`src/verilog/ahb_sys_pkg.sv`:
```
/*
 * Shared definitions for the dual-port AHB-Lite memory subsystem:
 * bus widths, AHB encodings, PMA region types, stage request struct
 */
package ahb_sys_pkg;

  // Bus widths
  localparam int XLEN = 32;
  localparam int PLEN = 32;

  ////////////////////////////////////////////////////////////////////////////
  // AHB-Lite encodings
  ////////////////////////////////////////////////////////////////////////////

  typedef enum logic [1:0] {
    IDLE   = 2'b00,
    BUSY   = 2'b01,
    NONSEQ = 2'b10,
    SEQ    = 2'b11
  } htrans_t;

  // Only sizes up to the bus width are legal
  typedef enum logic [2:0] {
    HSIZE_BYTE = 3'b000,
    HSIZE_HALF = 3'b001,
    HSIZE_WORD = 3'b010
  } hsize_t;

  ////////////////////////////////////////////////////////////////////////////
  // Physical memory attributes
  ////////////////////////////////////////////////////////////////////////////

  typedef enum logic [1:0] {
    EMPTY = 2'b00,
    MAIN  = 2'b01,
    IO    = 2'b10
  } mem_type_t;

  // Same meaning as the RISC-V PMP address-matching field
  typedef enum logic [1:0] {
    OFF   = 2'b00,
    TOR   = 2'b01,
    NA4   = 2'b10,
    NAPOT = 2'b11
  } pma_match_t;

  typedef struct packed {
    mem_type_t  mem_type;
    logic       r;
    logic       w;
    logic       x;
    pma_match_t match;
  } pma_cfg_t;

  // Data-phase descriptor from an address stage
  typedef struct packed {
    logic            valid;
    logic [PLEN-1:0] addr;
    logic            write;
    hsize_t          size;
    logic            is_io;
  } ahb_req_t;

  // Byte lanes touched by a transfer of the given size and offset
  function automatic logic [XLEN/8-1:0] lane_mask(hsize_t size, logic [1:0] offs);
    logic [XLEN/8-1:0] m;
    case (size)
      HSIZE_BYTE: m = 4'b0001 << offs;
      HSIZE_HALF: m = 4'b0011 << {offs[1], 1'b0};
      default:    m = '1;
    endcase
    return m;
  endfunction

endpackage
```
`src/verilog/ahb_mmio_catch.sv`:
```
/*
 * MMIO catcher on the data port: latches the TOHOST exit code and
 * strobes bytes written to UART_TX
 */
module ahb_mmio_catch import ahb_sys_pkg::*; #(
  parameter logic [PLEN-1:0] TOHOST  = 32'h8000_1000,
  parameter logic [PLEN-1:0] UART_TX = 32'h8000_1080
) (
  input  logic            HCLK,
  input  logic            rst_i,
  input  ahb_req_t        req_i,
  input  logic [XLEN-1:0] wdata_i,
  output logic            tohost_done_o,
  output logic [XLEN-1:0] tohost_code_o,
  output logic            uart_valid_o,
  output logic [7:0]      uart_data_o
);

  logic io_wr;
  logic tohost_hit;
  logic uart_hit;

  ////////////////////////////////////////////////////////////////////////////
  // Register decode
  ////////////////////////////////////////////////////////////////////////////

  // Only IO writes count, reads fall through as zero
  assign io_wr      = req_i.valid && req_i.is_io && req_i.write;
  // Word compare, size and byte offset ignored
  assign tohost_hit = io_wr && (req_i.addr[PLEN-1:2] == TOHOST[PLEN-1:2]);
  assign uart_hit   = io_wr && (req_i.addr[PLEN-1:2] == UART_TX[PLEN-1:2]);

  ////////////////////////////////////////////////////////////////////////////
  // Control flags
  ////////////////////////////////////////////////////////////////////////////

  always_ff @(posedge HCLK) begin
    if (rst_i) begin
      tohost_done_o <= 1'b0;
      uart_valid_o  <= 1'b0;
    end else begin
      // Done is sticky until reset
      if (tohost_hit) begin
        tohost_done_o <= 1'b1;
      end
      // One-cycle strobe per UART write
      uart_valid_o <= uart_hit;
    end
  end

  // Captured payloads
  always_ff @(posedge HCLK) begin
    if (tohost_hit) begin
      tohost_code_o <= wdata_i;
    end
    if (uart_hit) begin
      uart_data_o <= wdata_i[7:0];
    end
  end

endmodule

```
`config.mk`:
```
export PLATFORM = sky130hd
export DESIGN_NAME = ahb_mmio_catch
export DESIGN_NICKNAME = d
export VERILOG_FILES = /design/src/verilog/ahb_sys_pkg.sv /design/src/verilog/ahb_mmio_catch.sv
export SDC_FILE = /design/constraint.sdc
export NUM_CORES = 1
export LEC_CHECK = 0
export ABC_CLOCK_PERIOD_IN_PS = 6150
export BUFFER_PORTS_ARGS = -buffer_cell sky130_fd_sc_hd__clkbuf_2
export CORE_MARGIN = 5
export CORE_UTILIZATION = 41
export DETAILED_ROUTE_END_ITERATION = 6
export PLACE_DENSITY = 0.84
export SYNTH_ARGS = -nofsm -noshare
export SYNTH_HDL_FRONTEND = slang
export SYNTH_SLANG_ARGS = --single-unit
```
`constraint.sdc`:
```
create_clock -name HCLK -period 6.15 [get_ports HCLK]
set_clock_uncertainty 0.2 [all_clocks]
set_input_delay 0.3075 -clock HCLK [delete_from_list [all_inputs] [get_ports HCLK]]
set_output_delay 0.3075 -clock HCLK [all_outputs]
set_load 0.02 [all_outputs]
```
==> summary.md <==
| Metric | Value |
|---|---|
| Hold path startpoint | `req_i[13]` |
| Iter 0 DRT Violations | `60` |
| Sw Share | `19.1%` |
| Main synth FF type | `edfxtp_1` |
| Commonest non-fill, non-tap cell in the layout | `clkbuf_2` |
| Syn avg cell area | `22.8 µm²` |
| Max-cap violations | `0` |
| Post-synth ARST share | `0%` |
| Clock Pin Slew Worst Setup and Hold Paths | `0.11 ns` |
| FF-to-FF Start | `tohost_done_o$_SDFFE_PP0P_` |
| Internal power | `0.385 mW` |
| Critical Path Sink | `uart_data_o[5]$_DFFE_PP_` |
| Register area share after synthesis | `87.6%` |
| Final #Nets | `283` |
| Hold WC Path Type | `input port to register` |
| Power share of the sequential group | `65.6%` |
| Peak VDD IR | `0.142 mV` |
| Setup crit end kind | `register` |
| Synth cell types | `15` |
| Flop2flop setup slack | `5.38 ns` |
| Switching Power | `0.0910 mW` |
| Chip width | `68.8 µm` |
| Clock Tree Root | `clkbuf_4` |
| Fin. max-slew vios | `0` |
| PwrDens | `198 mW/mm²` |
| Initial antenna violation count | `0` |
| IO buf count | `108` |
| Number of synthesized flops with an enable pin | `40` |
| Global route overflow | `0` |
| Share of cells above drive strength 1 | `58.5%` |
| Die H | `68.8 µm` |
| Final Cycle Share | `35.1%` |
| Mapped Area | `0.00142 mm²` |
| Synthesized net count | `134` |
| Clk pwr share | `25.4%` |
| Placed Area | `0.00203 mm²` |
| Fmax | `463 MHz` |
| Drt first pass iters | `2` |
| Die area | `0.00473 mm²` |
| Starting Density | `42.4%` |
| Critical path required time | `5.91 ns` |
| Least-Margin Pin Slew | `1.08 ns` |
| ANT nets after route | `0` |
| DR vias/cell | `4.52` |
| Worst EP arrival | `1.92 ns` |
| Util after Layout | `72.1%` |
| DPL Wire Length | `2740 µm` |
| Htree depth | `2` |
| Number of synthesis warnings | `0` |
| Final Wtd Congestion | `0.758` |
| Largest net degree at the start of global routing | `33` |
| Post-route minimum period | `2.16 ns` |
| Num CTS Buffers | `5` |
| Area growth from synthesis to layout | `70.0%` |
| Diodes inserted | `0` |
| Setup bufs post-CTS | `0` |
| Slew headroom | `27.6%` |
| Unrepaired setup endpoints after global routing | `no` |
| DR WL/cell | `14.5 µm` |
| Crit Path Class | `input port to register` |
| # rows | `21` |
| Final setup fails | `0` |
| R2r endpoint | `tohost_done_o$_SDFFE_PP0P_` |
| Hold Path Depth | `4` |
| Vias in the first global route | `1250` |
| Final Cell Area | `0.00241 mm²` |
| DRC violations left | `0` |
| Fin. Hold Viols | `0` |
| Drt total wl | `3740 µm` |
| Max Buffers Root-to-Sink | `2` |
| CTS tree | `yes` |
| CP startpoint | `req_i[26]` |
| #FFs+latches synth | `42` |
| First-pass GRT wire length | `5380 µm` |
| Via count | `1165` |
| Worst Reg-to-Reg Cells | `2` |
| Total power | `0.476 mW` |
| GR Util All Layers | `16.0%` |
| Core region area | `0.00334 mm²` |
| Most frequent cells in the layout | `108 x clkbuf_2, 40 x edfxtp_1, 33 x dlygate4sd3_1` |
| # IOs | `114` |
| Clk sink count | `42` |
| Critical Path Start Type | `input port` |
| Mapped Cells | `62` |
| Crit-path max FO | `8` |
| Setup Total Neg Slack | `0 ns` |
| Outcome | `finished clean` |
| Leak Pwr | `1.03 nW` |
| Combinational fraction of design power | `9.0%` |
| Clock Latency Late Sink | `0.33 ns` |
==> layout make-up <==
type	count	area [µm²]
Sequential cell	42	1240
Multi-Input combinational cell	19	176
Timing Repair Buffer	142	878
Inverter	1	3.75
Clock buffer	6	41.3
Tap cell	46	57.6
Fill cell	230	930
Clock inverter	2	8.76
==> per-stage QoR <==
stage	hold WS (ns)	std cells	worst slack (ns)
2_1_floorplan	0.179	62	2.43
3_3_place_gp	0.261	217	3.71
3_5_place_dp	0.280	217	3.62
4_1_cts	0.0883	258	3.97
5_1_grt	0.0811	258	3.90
6_report	0.103	258	3.99
==> power by group through the flow <==
stage          Sequential, mW  Clock (mW)  Combinational, mW
3_5_place_dp            0.319           0             0.0260
2_1_floorplan           0.319           0            0.00268
3_3_place_gp            0.319           0             0.0247
5_1_grt                 0.312       0.141             0.0463
6_report                0.312       0.121             0.0429
4_1_cts                 0.312       0.127             0.0426
==> worst min-delay path by stage <==
stage	endpoint
finish	tohost_done_o$_SDFFE_PP0P_
global route	tohost_done_o$_SDFFE_PP0P_
global placement	tohost_done_o$_SDFFE_PP0P_
CTS	uart_valid_o$_SDFF_PP0_
detailed placement	tohost_done_o$_SDFFE_PP0P_
floorplan	uart_valid_o$_SDFF_PP0_
==> per-layer routing <==
| metal | routed length [µm] | part of all wire (%) | global-route usage [%] | up-vias |
|---|---|---|---|---|
| li1 | - | - | - | 556 |
| met1 | 1240 | 33 | 15.2 | 516 |
| met2 | 1950 | 52 | 31.6 | 89 |
| met3 | 523 | 14 | 6.97 | 4 |
| met4 | 27 | 0.72 | 2.92 | 0 |
| met5 | 0 | 0 | 0 | - |
==> cell usage after synthesis (all sizes together), types with 2 or more instances <==
library cell,number,area share [%]
nand4,2,1.3
dfxtp,2,2.8
nor3,3,1.1
nor2,2,0.53
edfxtp,40,85
nor4b,2,2.1
nor4,5,4.0
==> repair_timing <==
action / in CTS / in global routing
endpoints found under the hold margin: 42 / 0
endpoints found under the setup margin: 0 / 0
resized for setup: 0 / 0
hold buffers: 33 / 0
==> registers in the layout, summed over array words and instances (netlist names) <==
register / flops
tohost_code_o: 32
uart_data_o: 8
tohost_done_o: 1
uart_valid_o: 1
==> cells by family (layout without fill, tap and decap cells) <==
group / after synthesis / in the layout / share of synthesized area (%)
flip-flops: 42 / 42 / 87.6
AND/OR/NAND/NOR: 18 / 18 / 11.0
AO/OA/AOI/OAI: 1 / 1 / 1.15
buffers and inverters: 1 / 151 / 0.265
==> critical path, stage by stage <==
cell and delay (ns):
clkbuf_2 0.08, nor4_1 0.32, nand4_1 0.28, nor3_1 0.93
Note: power is estimated with default switching activity, not from simulation.
