**src/verilog/ahb_sys_pkg.sv**
```systemverilog
/*
 * Shared definitions for the dual-port AHB-Lite memory subsystem:
 * bus widths, AHB encodings, PMA region types, stage request struct
 */
package ahb_sys_pkg;

  // Bus widths
  localparam int XLEN = 32;
  localparam int PLEN = 32;

  ////////////////////////////////////////////////////////////////////////////
  // AHB-Lite encodings
  ////////////////////////////////////////////////////////////////////////////

  typedef enum logic [1:0] {
    IDLE   = 2'b00,
    BUSY   = 2'b01,
    NONSEQ = 2'b10,
    SEQ    = 2'b11
  } htrans_t;

  // Only sizes up to the bus width are legal
  typedef enum logic [2:0] {
    HSIZE_BYTE = 3'b000,
    HSIZE_HALF = 3'b001,
    HSIZE_WORD = 3'b010
  } hsize_t;

  ////////////////////////////////////////////////////////////////////////////
  // Physical memory attributes
  ////////////////////////////////////////////////////////////////////////////

  typedef enum logic [1:0] {
    EMPTY = 2'b00,
    MAIN  = 2'b01,
    IO    = 2'b10
  } mem_type_t;

  // Same meaning as the RISC-V PMP address-matching field
  typedef enum logic [1:0] {
    OFF   = 2'b00,
    TOR   = 2'b01,
    NA4   = 2'b10,
    NAPOT = 2'b11
  } pma_match_t;

  typedef struct packed {
    mem_type_t  mem_type;
    logic       r;
    logic       w;
    logic       x;
    pma_match_t match;
  } pma_cfg_t;

  // Data-phase descriptor from an address stage
  typedef struct packed {
    logic            valid;
    logic [PLEN-1:0] addr;
    logic            write;
    hsize_t          size;
    logic            is_io;
  } ahb_req_t;

  // Byte lanes touched by a transfer of the given size and offset
  function automatic logic [XLEN/8-1:0] lane_mask(hsize_t size, logic [1:0] offs);
    logic [XLEN/8-1:0] m;
    case (size)
      HSIZE_BYTE: m = 4'b0001 << offs;
      HSIZE_HALF: m = 4'b0011 << {offs[1], 1'b0};
      default:    m = '1;
    endcase
    return m;
  endfunction

endpackage
```
**src/verilog/ahb_addr_stage.sv**
```systemverilog
/*
 * Per-port AHB-Lite address-phase stage: registers the transfer, checks
 * PMA permissions, runs the two-cycle ERROR response, muxes read data
 */
module ahb_addr_stage import ahb_sys_pkg::*; #(
  parameter int PMA_CNT  = 4,
  parameter bit IS_FETCH = 1'b0
) (
  input  logic                              HCLK,
  input  logic                              rst_i,
  input  htrans_t                           htrans_i,
  input  logic     [PLEN-1:0]               haddr_i,
  input  logic                              hwrite_i,
  input  hsize_t                            hsize_i,
  input  pma_cfg_t [PMA_CNT-1:0]            pma_cfg_i,
  input  logic     [PMA_CNT-1:0][PLEN-1:0]  pma_adr_i,
  input  logic     [XLEN-1:0]               rdata_i,
  output ahb_req_t                          req_o,
  output logic     [XLEN-1:0]               hrdata_o,
  output logic                              hready_o,
  output logic                              hresp_o
);

  logic     pma_hit;
  pma_cfg_t pma_cfg;
  logic     take;
  logic     is_write;
  logic     fault;
  ahb_req_t req_q;
  // ERROR response, first and second cycle
  logic     err1_q;
  logic     err2_q;

  ahb_pma_check #(
    .PMA_CNT (PMA_CNT)
  ) u_pma_check (
    .addr_i    (haddr_i),
    .pma_cfg_i (pma_cfg_i),
    .pma_adr_i (pma_adr_i),
    .hit_o     (pma_hit),
    .cfg_o     (pma_cfg)
  );

  ////////////////////////////////////////////////////////////////////////////
  // Address phase
  ////////////////////////////////////////////////////////////////////////////

  // Bursts are treated as singles, so SEQ is taken like NONSEQ
  assign take     = hready_o && (htrans_i == NONSEQ || htrans_i == SEQ);
  // Fetch port is read-only
  assign is_write = IS_FETCH ? 1'b0 : hwrite_i;

  // Permission check by access kind
  always_comb begin
    fault = !pma_hit || (pma_cfg.mem_type == EMPTY);
    if (IS_FETCH) begin
      fault = fault || !pma_cfg.x;
    end else if (is_write) begin
      fault = fault || !pma_cfg.w;
    end else begin
      fault = fault || !pma_cfg.r;
    end
  end

  always_ff @(posedge HCLK) begin
    if (rst_i) begin
      req_q.valid <= 1'b0;
      err1_q      <= 1'b0;
      err2_q      <= 1'b0;
    end else begin
      // Faulted transfer never reaches the handlers
      req_q.valid <= take && !fault;
      err1_q      <= take && fault;
      err2_q      <= err1_q;
      if (take && !fault) begin
        req_q.addr  <= haddr_i;
        req_q.write <= is_write;
        req_q.size  <= hsize_i;
        req_q.is_io <= (pma_cfg.mem_type == IO);
      end
    end
  end

  ////////////////////////////////////////////////////////////////////////////
  // Data phase response
  ////////////////////////////////////////////////////////////////////////////

  assign req_o    = req_q;
  // IO reads return zero
  assign hrdata_o = (req_q.valid && !req_q.is_io) ? rdata_i : '0;
  // Stall only in the first ERROR cycle
  assign hready_o = !err1_q;
  assign hresp_o  = err1_q || err2_q;

endmodule

```
**src/verilog/ahb_pma_check.sv**
```systemverilog
/*
 * PMA region matcher: evaluates all regions in parallel (TOR, NA4, NAPOT)
 * and returns the attributes of the lowest-numbered hit
 */
module ahb_pma_check import ahb_sys_pkg::*; #(
  parameter int PMA_CNT = 4
) (
  input  logic     [PLEN-1:0]               addr_i,
  input  pma_cfg_t [PMA_CNT-1:0]            pma_cfg_i,
  input  logic     [PMA_CNT-1:0][PLEN-1:0]  pma_adr_i,
  output logic                              hit_o,
  output pma_cfg_t                          cfg_o
);

  ////////////////////////////////////////////////////////////////////////////
  // Address alignment
  ////////////////////////////////////////////////////////////////////////////

  // Region addresses are byte address >> 2, same as pmpaddr
  logic [PLEN-1:0]    word_adr;
  logic [PMA_CNT-1:0] region_hit;

  assign word_adr = {2'b00, addr_i[PLEN-1:2]};

  ////////////////////////////////////////////////////////////////////////////
  // Per-region match
  ////////////////////////////////////////////////////////////////////////////

  always_comb begin : region_match
    logic [PLEN-1:0] lo_bound;
    logic [PLEN-1:0] napot_mask;
    // First TOR entry starts at address zero
    lo_bound = '0;
    for (int i = 0; i < PMA_CNT; i++) begin
      // Trailing ones plus the next zero give the don't-care bits
      napot_mask = ~(pma_adr_i[i] ^ (pma_adr_i[i] + 1'b1));
      case (pma_cfg_i[i].match)
        TOR: begin
          region_hit[i] = (word_adr >= lo_bound) && (word_adr < pma_adr_i[i]);
        end
        NA4: begin
          region_hit[i] = (word_adr == pma_adr_i[i]);
        end
        NAPOT: begin
          region_hit[i] = ((word_adr & napot_mask) == (pma_adr_i[i] & napot_mask));
        end
        default: begin
          // OFF entry never matches
          region_hit[i] = 1'b0;
        end
      endcase
      // Next TOR entry uses this address as its base
      lo_bound = pma_adr_i[i];
    end
  end

  ////////////////////////////////////////////////////////////////////////////
  // Priority pick
  ////////////////////////////////////////////////////////////////////////////

  // Walk downwards so the lowest index overwrites last
  always_comb begin
    hit_o = 1'b0;
    cfg_o = '0;
    for (int i = PMA_CNT - 1; i >= 0; i--) begin
      if (region_hit[i]) begin
        hit_o = 1'b1;
        cfg_o = pma_cfg_i[i];
      end
    end
  end

endmodule

```
**config.mk**
```make
export PLATFORM = sky130hd
export DESIGN_NAME = ahb_addr_stage
export DESIGN_NICKNAME = d
export VERILOG_FILES = /design/src/verilog/ahb_sys_pkg.sv /design/src/verilog/ahb_addr_stage.sv /design/src/verilog/ahb_pma_check.sv
export SDC_FILE = /design/constraint.sdc
export NUM_CORES = 1
export LEC_CHECK = 0
export ABC_AREA = 1
export BUFFER_PORTS_ARGS = -buffer_cell sky130_fd_sc_hd__buf_2
export CORE_MARGIN = 5
export CORE_UTILIZATION = 50
export DETAILED_ROUTE_END_ITERATION = 8
export PLACE_DENSITY = 0.76
export RECOVER_POWER = 25
export SKIP_LAST_GASP = 1
export SLEW_MARGIN = 20
export SYNTH_ARGS = -nofsm -noshare
export SYNTH_HDL_FRONTEND = slang
export SYNTH_HIERARCHICAL = 1
export SYNTH_SLANG_ARGS = --single-unit
```
**constraint.sdc**
```tcl
create_clock -name HCLK -period 10.24 [get_ports HCLK]
set_input_delay 0 -clock HCLK [delete_from_list [all_inputs] [get_ports HCLK]]
set_output_delay 0 -clock HCLK [all_outputs]
set_load 0.02 [all_outputs]
```
==> metrics.md <==
| Metric | Value |
|---|---|
| Delay of the slowest cell on the worst path | `between 0.5 and 0.6 ns` |
| Routability congestion estimate | `0.947` |
| Most common library cell in the layout ignoring fill and taps | `nand2_1` |
| Detailed Routing Iterations Pass 1 | `5` |
| Clock Sinks | `40` |
| Post-synth net total | `approximately 2.4k` |
| Setup repair after global routing missed its margin | `false` |
| Count of fill cells added during filler insertion | `around 2.4k` |
| Arrival @ worst endpoint | `a little under 5 ns` |
| Share of the cycle needed by the critical path after routing | `47.4%` |
| Chip Width | `164 um` |
| Worst-path clk slew | `0.06 ns` |
| Clock Tree Buf Depth | `2` |
| Number of buffers inserted by port buffering | `294` |
| Clock latency at the later pin of the worst-skew pair | `approximately 0.29 ns` |
| Number of rows created at floorplan | `56` |
| Post-route design area | `13,900 um^2` |
| Area growth from synthesis to layout | `17.4%` |
| Cell repeated most along the worst path | `nand2_1` |
| Die ar. | `26,900 um^2` |
| Final Util | `59.5%` |
| Kind of start point of the critical path | `input pin` |
| Total power divided by cell area | `56.5 nW/um^2` |
| Class of the tightest hold or removal check | `input pin to flip-flop` |
| Worst ir drop on vdd | `roughly 69 uV` |
| Synthesized area divided by synthesized cell count | `6.02 um^2` |
| Global-route wire length before repair | `between 50,000 and 60,000 um` |
| Instance area at placement | `13,700 um^2` |
| Number of synthesis warnings | `6` |
| Slew headroom | `42.1%` |
| Number of top-level design ports | `300` |
| Number of H-tree levels | `2` |
| Count of max-cap constraint violations | `0` |
| Clock buffer count from CTS | `5` |
| Buffers inserted by post-CTS timing repair | `0` |
| Run status | `completed` |
| Worst-Margin Slew | `0.865 ns` |
| Most frequent cells in the layout | `585 x nand2_1, 365 x inv_1, 264 x buf_2` |
| Cell area after synthesis | `11,900 um^2` |
| Via count of the first global-routing pass | `12.1k` |
| Global-route usage over all layers | `24.8%` |
| Vias per std cell | `roughly 5.1` |
| Core footprint | `23,400 um^2` |
| Number of placed cells counting well taps | `2,580` |
| CTS tree | `yes` |
| Gate count of the mapped netlist | `about 2k` |
| Post-CTS sizing | `0` |
| Worst setup path class | `input pin to flip-flop` |
| Starting Density | `between 50% and 60%` |
| Data required, critical path | `10.23 ns` |
| Total Routed Length | `35,200 um` |
| Y dimension of the die | `164 um` |
| Static power due to leakage | `7.86 nW` |
| Maximum number of pins on one net before global-route repair | `38` |
| Sort of element at the end of the critical path | `flip-flop` |
| Vias | `13.2k` |
| Number of antenna violations at the first check in global routing | `2` |
| Proportion of layout cells with a drive suffix above 1 | `16.8%` |
| Final layout net count | `2,741` |
| Number of nets with antenna violations after detailed routing | `0` |
| Post-layout instance count excluding filler cells | `2,599` |
| Post-detailed-placement half-perimeter wirelength | `30,500 um` |
| Maximum fanout encountered on the critical timing path | `25` |
| Slowest stage cell, crit path | `nor4_1` |
| Setup TNS | `0 ns` |
| Final hold viol count | `0` |
| Number of hold-repair buffers added at the cts stage | `8` |
| Detailed router's first-iteration violation count | `888` |
| Post-layout min period | `4.85 ns` |
| Root cell of the clock tree | `clkbuf_16` |
| Count of final setup violators | `0` |
| Max Clock Skew | `0.00479 ns` |
| Count of final max-slew check failures | `0` |
| Congestion Overflow GR | `0` |
| Max frequency | `between 0.2 and 0.25 GHz` |
| Drt wl/cell | `13.5 um` |
| Drt drc | `0` |
state kept, by name, indices dropped and copies added, names as in the netlist:
signal	count
req_o	38
err1_q	1
err2_q	1
per-stage QoR:
step | hold slack, ns | total power [mW] | setup slack, ns
after global routing | 0.104 | 0.863 | 4.85
after detailed placement | 0.179 | 0.605 | 4.83
after CTS | 0.0763 | 0.791 | 5.14
after floorplan | 0.0724 | 0.454 | 5.15
final | 0.0929 | 0.787 | 5.39
after global placement | 0.172 | 0.583 | 4.96
where the power goes:
part           leakage, nW  switching [mW]  internal [mW]
logic                 7.42           0.256          0.168
clock network       0.0809          0.0660          0.115
registers            0.358        0.000611          0.181
worst paths after layout:
path | from | to | slack (ns) | cells past startpoint
max | pma_adr_i[97] | req_o[20] | 5.39 | 31
min | htrans_i[1] | err1_q | 0.09 | 3
max reg2reg | err1_q | req_o[20] | 8.69 | 4
min reg2reg | err1_q | err2_q | 0.46 | 2
critical path: cells and delay by family:
family | cells | cell delay [ns]
and+or+nand+nor | 23 | 3.49
buffers and inverters | 5 | 0.62
adders and majority gates | 2 | 0.50
AOI/OAI and AO/OA | 1 | 0.17
metal layers:
layer  GRT usage [%]  vias up  part of all wire, %
met5               0        -                    0
met3            2.16       45                  5.8
met2            44.2      349                   49
met4            5.49        0                  1.7
met1            32.4     5902                   44
li1                -     6951                    -
layout make-up:
| class | count | area (um^2) | area share, % |
|---|---|---|---|
| antenna | 2 | 5.00 | 0.0359 |
| clock buffer | 6 | 129 | 0.925 |
| clock inverter | 2 | 35.0 | 0.251 |
| inverter | 373 | 1400 | 10.0 |
| multi-input combinational | 1554 | 9260 | 66.5 |
| sequential | 40 | 1170 | 8.41 |
| tap | 319 | 399 | 2.86 |
| timing repair buffer | 303 | 1530 | 11.0 |
Power figures use the tool's default switching activity.
